[src/cpu_cfg.svh]
`ifndef CPU_CFG_SVH
`define CPU_CFG_SVH

// Datapath and instruction word width
`define CPU_DBITS           32
`define CPU_REGNO_BITS      4

// Word-address bits of each memory
`define CPU_IMEM_ADDR_BITS  10
`define CPU_DMEM_ADDR_BITS  10

// Bytes per instruction, PC steps by this
`define CPU_INST_SIZE       32'd4
`define CPU_START_PC        32'h100

// Memory-mapped display
`define CPU_ADDR_HEX        32'hFFFFF000
`define CPU_HEX_BITS        24
`define CPU_HEX_RESET       24'hFEDEAD

`endif

[src/cpu_pkg.sv]
`include "cpu_cfg.svh"

package cpu_pkg;

  // Primary opcode, bits 31:26
  typedef enum logic [5:0] {
    OP1_ALUR = 6'b000000,
    OP1_BEQ  = 6'b001000,
    OP1_BLT  = 6'b001001,
    OP1_BLE  = 6'b001010,
    OP1_BNE  = 6'b001011,
    OP1_JAL  = 6'b001100,
    OP1_LW   = 6'b010010,
    OP1_SW   = 6'b011010,
    OP1_ADDI = 6'b100000,
    OP1_ANDI = 6'b100100,
    OP1_ORI  = 6'b100101,
    OP1_XORI = 6'b100110
  } op1_e;

  // ALU function for register-form instructions
  typedef enum logic [7:0] {
    OP2_EQ   = 8'b00001000,
    OP2_LT   = 8'b00001001,
    OP2_LE   = 8'b00001010,
    OP2_NE   = 8'b00001011,
    OP2_ADD  = 8'b00100000,
    OP2_AND  = 8'b00100100,
    OP2_OR   = 8'b00100101,
    OP2_XOR  = 8'b00100110,
    OP2_SUB  = 8'b00101000,
    OP2_NAND = 8'b00101100,
    OP2_NOR  = 8'b00101101,
    OP2_NXOR = 8'b00101110,
    OP2_RSHF = 8'b00110000,
    OP2_LSHF = 8'b00110001
  } op2_e;

  typedef struct packed {
    op1_e                       op1;
    op2_e                       op2;
    logic [5:0]                 pad;
    logic [`CPU_REGNO_BITS-1:0] rd;
    logic [`CPU_REGNO_BITS-1:0] rs;
    logic [`CPU_REGNO_BITS-1:0] rt;
  } inst_r_t;

  typedef struct packed {
    op1_e                       op1;
    logic [1:0]                 pad;
    logic [15:0]                imm;
    logic [`CPU_REGNO_BITS-1:0] rs;
    logic [`CPU_REGNO_BITS-1:0] rt;
  } inst_i_t;

  // Bits 25:8 hold either op2/rd or imm16
  typedef union packed {
    inst_r_t r;
    inst_i_t i;
  } inst_u;

  typedef enum logic [1:0] {
    ALU_RT   = 2'b00,
    ALU_IMM  = 2'b01,
    ALU_IMM4 = 2'b10  // Word offset for JAL
  } alu_src_e;

  typedef enum logic [1:0] {
    WB_PC  = 2'b00,
    WB_MEM = 2'b01,
    WB_ALU = 2'b10
  } wb_src_e;

  typedef struct packed {
    alu_src_e alu_src;
    logic     mem_we;
    logic     reg_we;
    wb_src_e  wb_src;
    logic     dst_is_rd;
    logic     is_branch;
    logic     is_jal;
  } ctrl_t;

  typedef struct packed {
    logic                 valid;
    logic [`CPU_DBITS-1:0] pc;
    inst_u                inst;
  } fe_latch_t;

  typedef struct packed {
    logic                       valid;
    logic [`CPU_DBITS-1:0]      pc;
    op1_e                       op1;
    op2_e                       op2;
    ctrl_t                      ctrl;
    logic [`CPU_DBITS-1:0]      rs_val;
    logic [`CPU_DBITS-1:0]      rt_val;
    logic [`CPU_DBITS-1:0]      imm;
    logic [`CPU_REGNO_BITS-1:0] dst;
  } id_latch_t;

  typedef struct packed {
    logic                       valid;
    logic [`CPU_DBITS-1:0]      pc_next;  // Link value
    logic [`CPU_DBITS-1:0]      alu_out;
    logic [`CPU_DBITS-1:0]      store_val;
    logic [`CPU_REGNO_BITS-1:0] dst;
    logic                       mem_we;
    logic                       reg_we;
    wb_src_e                    wb_src;
  } ex_latch_t;

  typedef struct packed {
    logic                       valid;
    logic                       reg_we;
    logic [`CPU_REGNO_BITS-1:0] dst;
    logic [`CPU_DBITS-1:0]      data;
  } wb_t;

endpackage

[src/decode_unit.sv]
`timescale 1ns/1ns
`include "cpu_cfg.svh"

module decode_unit (
  input  logic                        clk,
  input  logic                        reset,
  input  cpu_pkg::fe_latch_t          fe,
  output logic [`CPU_REGNO_BITS-1:0]  rs_addr,
  output logic [`CPU_REGNO_BITS-1:0]  rt_addr,
  input  logic [`CPU_DBITS-1:0]       rs_val,
  input  logic [`CPU_DBITS-1:0]       rt_val,
  input  cpu_pkg::ex_latch_t          ex_q,
  input  cpu_pkg::wb_t                wb,
  output logic                        stall,
  output cpu_pkg::id_latch_t          id
);
  import cpu_pkg::*;

  op1_e                       op1;
  ctrl_t                      ctrl;
  logic [`CPU_DBITS-1:0]      imm_sxt;
  logic [`CPU_REGNO_BITS-1:0] dst;
  logic                       reads_rt;
  logic                       rs_busy;
  logic                       rt_busy;
  logic                       data_haz;
  logic                       br_in_id;
  logic                       br_in_ex;
  logic                       bubble;

  // Register r is the pending destination of one in-flight instruction
  function automatic logic pending(input logic v, input logic we,
                                   input logic [`CPU_REGNO_BITS-1:0] d,
                                   input logic [`CPU_REGNO_BITS-1:0] r);
    return v & we & (d == r);
  endfunction

  assign op1     = fe.inst.r.op1;
  assign rs_addr = fe.inst.r.rs;
  assign rt_addr = fe.inst.r.rt;
  assign imm_sxt = {{(`CPU_DBITS-16){fe.inst.i.imm[15]}}, fe.inst.i.imm};
  assign dst     = ctrl.dst_is_rd ? fe.inst.r.rd : fe.inst.r.rt;

  always_comb begin
    ctrl = '0;  // Unknown opcodes act as a no-op
    case (op1)
      OP1_ALUR: begin
        ctrl.reg_we    = 1'b1;
        ctrl.wb_src    = WB_ALU;
        ctrl.dst_is_rd = 1'b1;
      end
      OP1_BEQ, OP1_BLT, OP1_BLE, OP1_BNE: begin
        ctrl.is_branch = 1'b1;
      end
      OP1_JAL: begin
        ctrl.alu_src = ALU_IMM4;
        ctrl.reg_we  = 1'b1;
        ctrl.wb_src  = WB_PC;   // Link
        ctrl.is_jal  = 1'b1;
      end
      OP1_LW: begin
        ctrl.alu_src = ALU_IMM;
        ctrl.reg_we  = 1'b1;
        ctrl.wb_src  = WB_MEM;
      end
      OP1_SW: begin
        ctrl.alu_src = ALU_IMM;
        ctrl.mem_we  = 1'b1;
      end
      OP1_ADDI, OP1_ANDI, OP1_ORI, OP1_XORI: begin
        ctrl.alu_src = ALU_IMM;
        ctrl.reg_we  = 1'b1;
        ctrl.wb_src  = WB_ALU;
      end
      default: ;
    endcase
  end

  // rt is a source only for these formats
  assign reads_rt = op1 inside {OP1_ALUR, OP1_BEQ, OP1_BLT, OP1_BLE, OP1_BNE, OP1_SW};

  assign rs_busy = pending(id.valid, id.ctrl.reg_we, id.dst, rs_addr) |
                   pending(ex_q.valid, ex_q.reg_we, ex_q.dst, rs_addr) |
                   pending(wb.valid, wb.reg_we, wb.dst, rs_addr);
  assign rt_busy = pending(id.valid, id.ctrl.reg_we, id.dst, rt_addr) |
                   pending(ex_q.valid, ex_q.reg_we, ex_q.dst, rt_addr) |
                   pending(wb.valid, wb.reg_we, wb.dst, rt_addr);

  assign data_haz = fe.valid & (rs_busy | (reads_rt & rt_busy));
  assign br_in_id = fe.valid & (ctrl.is_branch | ctrl.is_jal);
  assign br_in_ex = id.valid & (id.ctrl.is_branch | id.ctrl.is_jal);

  // A branch in decode still issues; only fetch holds behind it
  assign bubble = data_haz | br_in_ex;
  assign stall  = bubble | br_in_id;

  always_ff @(posedge clk or posedge reset) begin
    if (reset) begin
      id <= '0;
    end else begin
      id.valid  <= fe.valid & ~bubble;
      id.pc     <= fe.pc;
      id.op1    <= op1;
      id.op2    <= fe.inst.r.op2;
      id.ctrl   <= ctrl;
      id.rs_val <= rs_val;
      id.rt_val <= rt_val;
      id.imm    <= imm_sxt;
      id.dst    <= dst;
    end
  end

endmodule

[config.mk]
export PLATFORM = sky130hd
export DESIGN_NAME = decode_unit
export DESIGN_NICKNAME = d
export VERILOG_FILES = /design/src/cpu_pkg.sv /design/src/decode_unit.sv
export VERILOG_INCLUDE_DIRS = /design/src
export SDC_FILE = /design/constraint.sdc
export NUM_CORES = 1
export LEC_CHECK = 0
export BUFFER_PORTS_ARGS = -buffer_cell sky130_fd_sc_hd__clkbuf_2
export CORE_AREA = 3 3 168 170
export DETAILED_ROUTE_END_ITERATION = 16
export DIE_AREA = 0 0 171 173
export HOLD_SLACK_MARGIN = 0.03
export PLACE_DENSITY_LB_ADDON = 0.25
export SLEW_MARGIN = 10
export SYNTH_ARGS = -nofsm -noshare
export SYNTH_HDL_FRONTEND = slang
export SYNTH_SLANG_ARGS = --single-unit
[constraint.sdc]
create_clock -name clk -period 9.7 [get_ports clk]
set_input_delay 2.425 -clock clk [delete_from_list [all_inputs] [get_ports clk]]
set_output_delay 2.425 -clock clk [all_outputs]
set_load 0.03 [all_outputs]
# After elaboration in Yosys (flattened, before gate mapping)
# Index checks and enable logic that the tools add are counted.
# totals
ff_bits,140
output_inout_bits,165
wordCells,68
# classes
n_eq_ne,17
muxes,7
bitwise_logic,24
reduce_logical,5
# op_table
op,count
$eq A6 B4 Y1 const B,5
$eq A4 B4 Y1,6
$eq A6 B6 Y1 const B,4
$and A1 B1 Y1,14
$eq A6 B5 Y1 const B,2
$or A1 B1 Y1,9
$pmux W3 S3,1
$logic_not A6 Y1,1
$reduce_bool A6 Y1,1
$reduce_or A6 Y1,1
$reduce_or A5 Y1,1
$mux W1,4
$mux W4,1
$pmux W2 S2,1
$reduce_or A4 Y1,1
$not A1 Y1,1

# Depth between registers and ports, before layout
# Gate-level depths: netlist (run 1).
# logic_depth
depth_word,10
ltp_mapped,5
depth_no_buf,5

# Worst setup path after synthesis (run 1)
# No wires, ideal clock.
# synth_path
path_kind,input port to output port
startpoint,input port fe[27] in the netlist's numbering
endpoint,output port stall
t_arrival_ns,3.530
t_required_ns,7.275
slack_ns,3.745
cell_stages,5
path_cell_list,nor4b_1 -> nand2_1 -> nor2_1 -> o32a_1 -> o41a_1
# synth_between
elab_chain_cells,7
# synth_rtl
item,line_no,source
start: declaration,decode_unit.sv:7,"input cpu_pkg::fe_latch_t fe,"
"$eq A6 B4 Y1, or another cell as far along","decode_unit.sv:46, decode_unit.sv:80",
$reduce_bool A6 Y1,decode_unit.sv:80,"assign reads_rt = op1 inside {OP1_ALUR, OP1_BEQ, OP1_BLT, OP1_BLE, OP1_BNE, OP1_SW};"
$and A1 B1 Y1,decode_unit.sv:89,assign data_haz = fe.valid & (rs_busy | (reads_rt & rt_busy));
$or A1 B1 Y1,decode_unit.sv:89,
$and A1 B1 Y1,decode_unit.sv:89,
$or A1 B1 Y1,decode_unit.sv:94,assign bubble = data_haz | br_in_ex;
$or A1 B1 Y1 (*),decode_unit.sv:95,assign stall = bubble | br_in_id;
end: declaration,decode_unit.sv:14,"output logic stall,"
# Mark *: on every way between the ends. The rest lies on a longest branch, timed or not.

# Final worst setup path (run 1)
# layout_path
startpoint,input port fe[31] in the netlist's numbering
endpoint,output port stall
# Same word-level chain as after synthesis.

==> results.md, run 1 <==
* Outcome: finished, final reports clean
* Ant diodes at 0
* H-tree depth reported by CTS at 4
* Initial core utilization at between 10% and 20%
* HP Class: reg -> reg
* Max cap viols at 0
* Synth Register Bits at about 130
* Max-slew violations at 0
* Residual DRC count at 0
* Largest net degree at the start of global routing at 73
* Seq/Total Area, Yosys at between 80% and 90%
* Floorplan row count at 60
* Synth Instances at about 250
* Number of flip-flops in the largest register at approximately 130
* Sequential fraction of design power at a little over two fifths
* R2R Path Start: id[3]$_DFF_PP0_
* Postcts setup bufs at 0
* Reg2reg setup slack at around 8300 ps
* Multi-input gate area at 497 um^2
* Switching Share at between 20% and 30%
* Gate power share at 11.9%
* Drt first-iter violations at 84
* Worst path top cell family by delay: compound AO/OA/AOI/OAI gates
* Total Routing Usage GR at under 10%
* RSZ-0062 raised after global routing: false
* Syn avg cell area at between 15 and 20 um^2
* Worst vdd ir at ~86 uV
* Worst-margin pin slew at approximately 800 ps
* Worst setup path category: in -> out
* DR vias at roughly 3000
* Ports at between 400 and 500
* Post-synthesis instance area at ~4000 um^2
* Worst rel slew slack at a little under half
* Grt ovf at 0
* Clock Latency Late Sink at 410 ps
* Clk slew on worst S/H paths at ~70 ps
* WL/cell at 14.8 um
* Most numerous cell in the Yosys netlist: dfrtp_1
* Post-synth EDFFs at 0
* DRT Pass-1 Iters at 4
* Largest Register: id
* Sum of buffers and inverters on the critical path at 3
* Total Power at about 1.4 mW
* Critical path launch point type: input port
* Total internal power at approximately 1 mW
* Die width at about 170 um
* Met1 wire length at 4990 um
* Cell Pwr Density at approximately 220 nW/um^2
* CTS hold repair buffers at 0
* Period utilization at 65.1%
* CTS Root Cell: clkbuf_16
* Final Util at 24.0%
* Area leader, netlist: dfrtp_1
* Share of post-route cells with drive strength above 1 at between 60% and 70%
* Cells resized by post-CTS repair at 0
* Die Area at slightly below 30000 um^2
* Placed instance count at roughly 860
* Crit Path Max Fanout at 7
* Clk sinks at between 100 and 150
* Sequential cell area at around 3400 um^2
* Area share of the largest cell type after synthesis at roughly 82%
* Setup_tns at 0 ps
* Synth Flop Type: dfrtp_1
* WL final at about 13000 um
* Req. time, crit path at ~7300 ps
* Final min period at about 6300 ps
* CTS tree: yes
* Met3 wire len at 1460 um
* Crit Reg-Reg Endpoint: id[155]$_DFF_PP0_
* ANT nets after route at 0
* Routed wl met2 at between 6000 and 7000 um
* Antenna violations before repair at 1
* Fmax at approximately 160 MHz
* Area growth from synthesis to layout at 57.5%
* Sw Pwr at 400 uW
* Clock share of power at 46.4%
* Fin worst setup slack at around 3400 ps
* Vias in the first global route at ~3200
* Port bufs at a little over 300
* FF-to-FF path depth at 4
* Max Root-Sink Buffers at 2
* Critical Path AT at 3890 ps
* Final hold violations at 0
* Lkg Pwr at between 3 and 4 nW
* Hold_sp: id[105]$_DFF_PP0_
* CP dominant cell by count: clkbuf_2
* Post-synth cell types at 27
* Final setup viols at 0
* Synth async-reset ratio at 100%
* RePlAce Congestion at between 0.6 and 0.7
* Inserted Clock Buffers at 17
* Cells along the critical path: clkbuf_2 > nor3_2 > nand3_2 > inv_2 > o32a_1 > o41a_1 > clkbuf_2
* CP Capture Type: output pin
* Non-filler cells, final at 896
* Dpl hpwl at approximately 10000 um
* First-pass GRT wire length at about 19000 um
* Post-Syn Nets at about 520
* Yosys warning count at 0
* Most instantiated cells after synthesis: dfrtp_1 (134), buf_4 (30), nand2_1 (14)
* Largest registers: id x134
* Critical path's largest stage delay at 380 ps
* Vias per std cell at 3.38
* Chip height at 173 um
* WHS Path Cells at 3
* Top cells by area, synth: dfrtp_1 (82%), buf_4 (5.5%), xnor2_1 (2.6%)
* # fillers at about 2900
* Final clock skew at between 7 and 8 ps
* Final net count at between 800 and 900
* Core Region at about 27000 um^2
* Slowest library cell on the worst path: o41a_1
* Pre-CTS WS at about 3400 ps
* Hold EP: id[155]$_DFF_PP0_
* Highest Signal Layer: met5
-- cells in the final DEF, fill, tap and decap left out, drive strengths merged, types with 2 or more instances in the layout --
cell / netlist / routed
clkinvlp: 0 / 4
dfrtp: 134 / 134
nand3: 7 / 7
nor2: 7 / 7
xnor2: 12 / 12
clkbuf: 0 / 325
clkinv: 0 / 2
a21oi: 3 / 3
inv: 5 / 11
nand4: 2 / 2
bufinv: 0 / 2
nand2: 14 / 14
xor2: 12 / 12
nor3: 5 / 5
and3: 2 / 2
-- through the flow --
step	instance area, um^2	hold WS, ps
2_1_floorplan	4090	807
3_3_place_gp	5840	706
3_5_place_dp	5840	713
4_1_cts	6450	715
5_1_grt	6450	739
6_report	6450	696
-- cells by family after synthesis --
family | synth area share, %
buffers and inverters | 5.96
XOR/XNOR | 5.13
AND/OR/NAND/NOR | 5.20
AO/OA/AOI/OAI | 1.80
flip-flops | 81.9
-- metal layers --
layer  GRT usage (%)  vias to the layer above
met5               0                        -
met4            2.58                        2
met3            4.23                       13
met2            15.0                      181
met1            9.80                     1473
li1                -                     1357
-- layout make-up --
type	instances	area share (%)
Sequential cell	134	52.0
Timing Repair Buffer	308	23.9
Multi-Input combinational cell	76	7.70
Clock buffer	18	6.81
Tap cell	341	6.62
Clock inverter	14	2.56
Inverter	5	0.369
-- tightest hold or removal path, cell delays in order (launching register included) --
cell and delay (ps):
dfrtp_1 370, nand4_1 80, nand3_1 150, nor3b_1 60
-- power groups by stage --
stage          Sequential (mW)  Combinational [mW]  Clock (mW)
6_report                 0.596               0.170       0.664
5_1_grt                  0.599               0.184       0.717
4_1_cts                  0.596               0.175       0.697
3_5_place_dp             0.607               0.175           0
3_3_place_gp             0.606               0.175           0
2_1_floorplan            0.664              0.0447           0
-- worst max path at each step --
stage,start,end,slack [ps],cells after the start
floorplan,reset,id[0]$_DFF_PP0_,3690,1
global route,fe[31],stall,3340,7
finish,fe[31],stall,3390,7
CTS,fe[31],stall,3400,7
global placement,fe[30],stall,3430,7
detailed placement,fe[31],stall,3400,7
(Power assumes the default switching activity.)
==> inputs of run 2 (changes only) <==
==> constraint.sdc (replaced) <==
create_clock -name clk -period 5.55 [get_ports clk]
set_input_delay 1.3875 -clock clk [delete_from_list [all_inputs] [get_ports clk]]
set_output_delay 1.3875 -clock clk [all_outputs]
set_load 0.03 [all_outputs]
==> run 2 against run 1 <==
Clock-buffer cell count stayed put. Sequential power is 74% higher. First-iteration DRC count fell by 14%. Core utilization increased by 0.13 points. Worst setup slack lost 2000 ps. Power rose by 79%. Register-to-register slack worse by 4200 ps. Hold slack improved by 30 ps. Wire length up 0.49%. Die area unchanged. Global-route usage increased by 0.27 points. Sequential share of layout area shrank 0.27 points. Critical path type unchanged. Largest power group unchanged. Highest routed layer is now met4.
==> results.md, run 2 (same netlist as run 1, synthesis figures left out) <==
* Final min period at 4200 ps
* Crit Path Max Fanout at 7
* Multi-input gate area at approximately 500 um^2
* CTS tree: yes
* First-pass GRT wire length at between 20000 and 25000 um
* DR vias at approximately 3000
* RePlAce Congestion at between 0.6 and 0.7
* DRT Pass-1 Iters at 4
* Lkg Pwr at 3.38 nW
* Largest registers: id x134
* Clk slew on worst S/H paths at about 60 ps
* Commonest non-fill, non-tap cells in the layout: clkbuf_2 (307), dfrtp_1 (134), clkbuf_16 (17)
* Max cap viols at 0
* Die Area at slightly below 30000 um^2
* Largest Register: id
* Fmax at 238 MHz
* # fillers at 2909
* Final setup viols at 0
* Area growth from synthesis to layout at 58.3%
* Non-filler cells, final at 898
* Inserted Clock Buffers at 17
* Grt ovf at 0
* Worst-margin pin slew at slightly above 800 ps
* CP Capture Type: output pin
* Req. time, crit path at between 4000 and 5000 ps
* Gate power share at 11.7%
* Final clock skew at 4.76 ps
* Critical path launch point type: input port
* Vias in the first global route at 3226
* Clock share of power at 47.5%
* Commonest non-fill, non-tap cell in the layout: clkbuf_2
* Die width at ~170 um
* Residual DRC count at 0
* Clock Latency Late Sink at roughly 410 ps
* HP Class: reg -> reg
* Final Instance Area at ~6500 um^2
* Final net count at 817
* Largest net degree at the start of global routing at 64
* Port bufs at around 300
* Vias per std cell at 3.34
* Worst setup path category: in -> out
* Cells resized by post-CTS repair at 0
* Core Region at 26900 um^2
* Worst rel slew slack at between 40% and 50%
* Chip height at roughly 170 um
* Sequential cell area at between 3000 and 4000 um^2
* H-tree depth reported by CTS at 4
* Post-DP Area at around 5900 um^2
* Sw Pwr at 705 uW
* WL final at roughly 13000 um
* Total internal power at about 1.8 mW
* CTS Root Cell: clkbuf_16
* CTS hold repair buffers at 0
* Clk sinks at between 100 and 150
* Period utilization at roughly 76%
* Final hold violations at 0
* Reg2reg setup slack at between 4000 and 5000 ps
* RSZ-0062 raised after global routing: false
* Ports at ~440
* Switching Share at 27.6%
* Dpl hpwl at approximately 11000 um
* Max-slew violations at 0
* Total Routing Usage GR at about 9%
* Setup_tns at 0 ps
* ANT nets after route at 0
* Placed instance count at about 870
* Drt first-iter violations at roughly 70
* Number of flip-flops in the largest register at 134
* Sequential fraction of design power at roughly 41%
* Antenna violations before repair at 0
* Total Power at approximately 2.6 mW
* Share of post-route cells with drive strength above 1 at a little over three fifths
* Initial core utilization at 15.2%
* Worst vdd ir at between 100 and 150 uV
* Floorplan row count at 60
* Postcts setup bufs at 0
* Cell Pwr Density at just under 400 nW/um^2
* Max Root-Sink Buffers at 2
* WL/cell at between 10 and 15 um
* Critical Path AT at between 2000 and 3000 ps
* Outcome: finished, final reports clean
[run 2: layer usage]
metal / track usage [%] / vias to the layer above / part of all wire [%]
li1: - / 1365 / -
met1: 10.1 / 1450 / 37
met2: 15.4 / 181 / 50
met3: 4.76 / 7 / 12
met4: 2.05 / 0 / 0.76
met5: 0 / - / 0
[run 2: worst max-delay path, stage by stage]
cell      delay, ps
clkbuf_2        170
nor3_2           80
nand3_2         150
inv_2           100
o32a_1          350
o41a_1          370
clkbuf_2        190
[run 2: path summary, 6_finish.rpt]
path                                     end              start  cells past startpoint
min in group asynchronous   id[79]$_DFF_PP0_              reset                      2
max in group asynchronous  id[129]$_DFF_PP0_              reset                      3
setup reg to reg           id[155]$_DFF_PP0_    id[3]$_DFF_PP0_                      4
hold reg to reg            id[155]$_DFF_PP0_  id[105]$_DFF_PP0_                      3
hold / removal             id[155]$_DFF_PP0_  id[105]$_DFF_PP0_                      3
setup / recovery                       stall             fe[31]                      7
[run 2: layout make-up]
type                            instances  area share (%)
Sequential cell                       134            51.7
Timing Repair Buffer                  309            23.9
Multi-Input combinational cell         76            7.66
Clock buffer                           18            6.77
Tap cell                              341            6.58
Clock inverter                         14            2.91
Inverter                                5           0.367
Antenna cell                            1          0.0386
[run 2: through the flow]
stage,util [%],hold slack (ps),worst slack (ps)
floorplan,-,807,580
global route,24.1,779,1250
CTS,24.1,736,1350
detailed placement,21.8,724,1350
finish,24.1,726,1350
global placement,21.8,705,1350
[run 2: power by group through the flow]
stage	clock (mW)	sequential, mW	combinational [mW]
finish	1.21	1.04	0.299
global route	1.32	1.05	0.324
CTS	1.27	1.04	0.307
detailed placement	0	1.06	0.306
global placement	0	1.06	0.307
floorplan	0	1.16	0.0781
==> inputs of run 3 (changes only) <==
==> constraint.sdc (replaced) <==
create_clock -name clk -period 3.7 [get_ports clk]
set_input_delay 0.925 -clock clk [delete_from_list [all_inputs] [get_ports clk]]
set_output_delay 0.925 -clock clk [all_outputs]
set_load 0.03 [all_outputs]
==> run 3 against run 2 <==
Combinational power is 52% higher. Clock-buffer cell count is 1 higher. Design area is 0.56% higher. Largest cell class unchanged. Highest routed layer is now met5.
==> results.md, run 3 (same netlist as run 1, synthesis figures left out) <==
* Switching Share at roughly a quarter
* Critical path's largest stage delay at between 300 and 400 ps
* Commonest non-fill, non-tap cell in the layout: clkbuf_2
* Max-slew violations at 0
* Total Power at slightly below 4 mW
* WL final at about 13000 um
* Total Routing Usage GR at under 10%
* Reg2reg setup slack at between 2000 and 2500 ps
* Clock share of power at a little under half
* Area growth from synthesis to layout at 59.2%
* RePlAce Congestion at 0.698
* DRT Pass-1 Iters at 4
* Crit Reg-Reg Endpoint: id[155]$_DFF_PP0_
* Final net count at 817
* Largest Register: id
* DR vias at about 3000
* Ports at about 440
* Postcts setup bufs at 0
* H-tree depth reported by CTS at 4
* Vias per std cell at ~3.3
* Largest registers: id x134
* Sw Pwr at just over 1 mW
* Critical path origin: fe[31]
* Cells resized by post-CTS repair at 0
* Die Area at between 20000 and 30000 um^2
* CP dominant cell by count: clkbuf_2
* Clock Latency Late Sink at ~410 ps
* Setup_tns at 0 ps
* Outcome: finished, final reports clean
* Inserted Clock Buffers at 17
* Total internal power at around 2.9 mW
* Vias in the first global route at a little over 3000
* Worst rel slew slack at between 40 and 50%
* Core Region at 26900 um^2
* Lkg Pwr at roughly 3.4 nW
* Dpl hpwl at approximately 10000 um
* Cell Pwr Density at 595 nW/um^2
* # fillers at 2879
* Commonest non-fill, non-tap cells in the layout: clkbuf_2 (307), dfrtp_1 (134), clkbuf_16 (17)
* RSZ-0062 raised after global routing: false
* Cells along the critical path: clkbuf_2 > nor3_2 > nand3_2 > inv_2 > o32a_1 > o41a_1 > clkbuf_2
* Final setup viols at 0
* Req. time, crit path at approximately 2800 ps
* Number of flip-flops in the largest register at ~130
* Chip height at ~170 um
* Final hold violations at 0
* Residual DRC count at 0
* Hold EP: id[60]$_DFF_PP0_
* Sequential fraction of design power at 40.3%
* Share of post-route cells with drive strength above 1 at a little over three fifths
* CTS Root Cell: clkbuf_16
* CP Capture Type: output pin
* ANT nets after route at 0
* WL/cell at 14.7 um
* CTS tree: yes
* HP Class: in -> reg
* Final min period at between 3000 and 4000 ps
* Floorplan row count at 60
* CTS hold repair buffers at 0
* R2R Path Start: id[3]$_DFF_PP0_
* Clk sinks at between 100 and 150
* First-pass GRT wire length at between 15000 and 20000 um
* Fmax at between 300 and 400 MHz
* Gate power share at 11.7%
* Antenna violations before repair at 2
* Hold_sp: rt_val[24]
* Critical Path AT at approximately 2400 ps
* Worst-margin pin slew at roughly 850 ps
* Slowest library cell on the worst path: o41a_1
* Largest net degree at the start of global routing at between 60 and 70
* Period utilization at 89.1%
* WHS Path Cells at 1
* Crit Path Max Fanout at 7
* Worst setup path category: in -> out
* Max cap viols at 0
* Initial core utilization at 15.2%
* Drt first-iter violations at 85
* Final clock skew at a little under 4 ps
* Max Root-Sink Buffers at 2
* Worst vdd ir at approximately 250 uV
* FF-to-FF path depth at 4
* Port bufs at just over 300
* Grt ovf at 0
* Ant diodes at 0
* Clk slew on worst S/H paths at approximately 60 ps
* Critical path launch point type: input port
* Die width at roughly 170 um
-- run 3: cell count changes in the layout (fill, tap and decap cells not counted), sizes merged --
| cell | previous run | this run |
|---|---|---|
| bufinv | 3 | 4 |
| clkbuf | 325 | 326 |
| clkinvlp | 2 | 1 |
| diode | 1 | 0 |
| inv | 12 | 10 |
-- run 3: routing by layer --
metal	track usage, %	up-vias	part of all wire, %
li1	-	1362	-
met1	9.83	1431	38
met2	14.7	189	49
met3	4.05	9	11
met4	2.72	2	1.1
met5	0	-	0.099
-- run 3: through the flow --
stage | utilization (%) | hold slack, ps | instance area, um^2 | setup slack [ps] | instances
floorplan | - | 807 | 4100 | 745 | 245
global placement | 21.9 | 753 | 5880 | 418 | 865
detailed placement | 21.9 | 752 | 5880 | 410 | 865
CTS | 24.3 | 586 | 6520 | 409 | 896
global route | 24.3 | 583 | 6520 | 249 | 896
finish | 24.3 | 619 | 6520 | 403 | 896
-- run 3: how the worst max path moves through the flow --
stage	slack [ps]	depth (start not counted)	end
final	400	7	stall
after global routing	250	7	stall
after CTS	410	7	stall
after detailed placement	410	7	stall
after global placement	420	7	stall
after floorplan	740	5	stall
-- run 3: final cells by class --
class,count,area (um^2),share of cell area [%]
repair buffers,309,1580,24.2
clock inverters,12,190,2.92
clock buffers,19,453,6.95
well taps,341,427,6.55
inverters,5,22.5,0.345
multi-input cells,76,497,7.62
flip-flops and latches,134,3350,51.4
-- run 3: critical path: cells and delay by family --
kind / cells / cell delay, ps
buffers and inverters: 3 / 470
and+or+nand+nor: 2 / 230
AOI/OAI and AO/OA: 2 / 750
-- run 3: power by group through the flow --
stage          clock [mW]  sequential, mW  combinational [mW]
2_1_floorplan           0            1.74               0.117
3_3_place_gp            0            1.59               0.464
6_report             1.86            1.56               0.453
5_1_grt              2.02            1.57               0.489
3_5_place_dp            0            1.59               0.464
4_1_cts              1.95            1.56               0.465
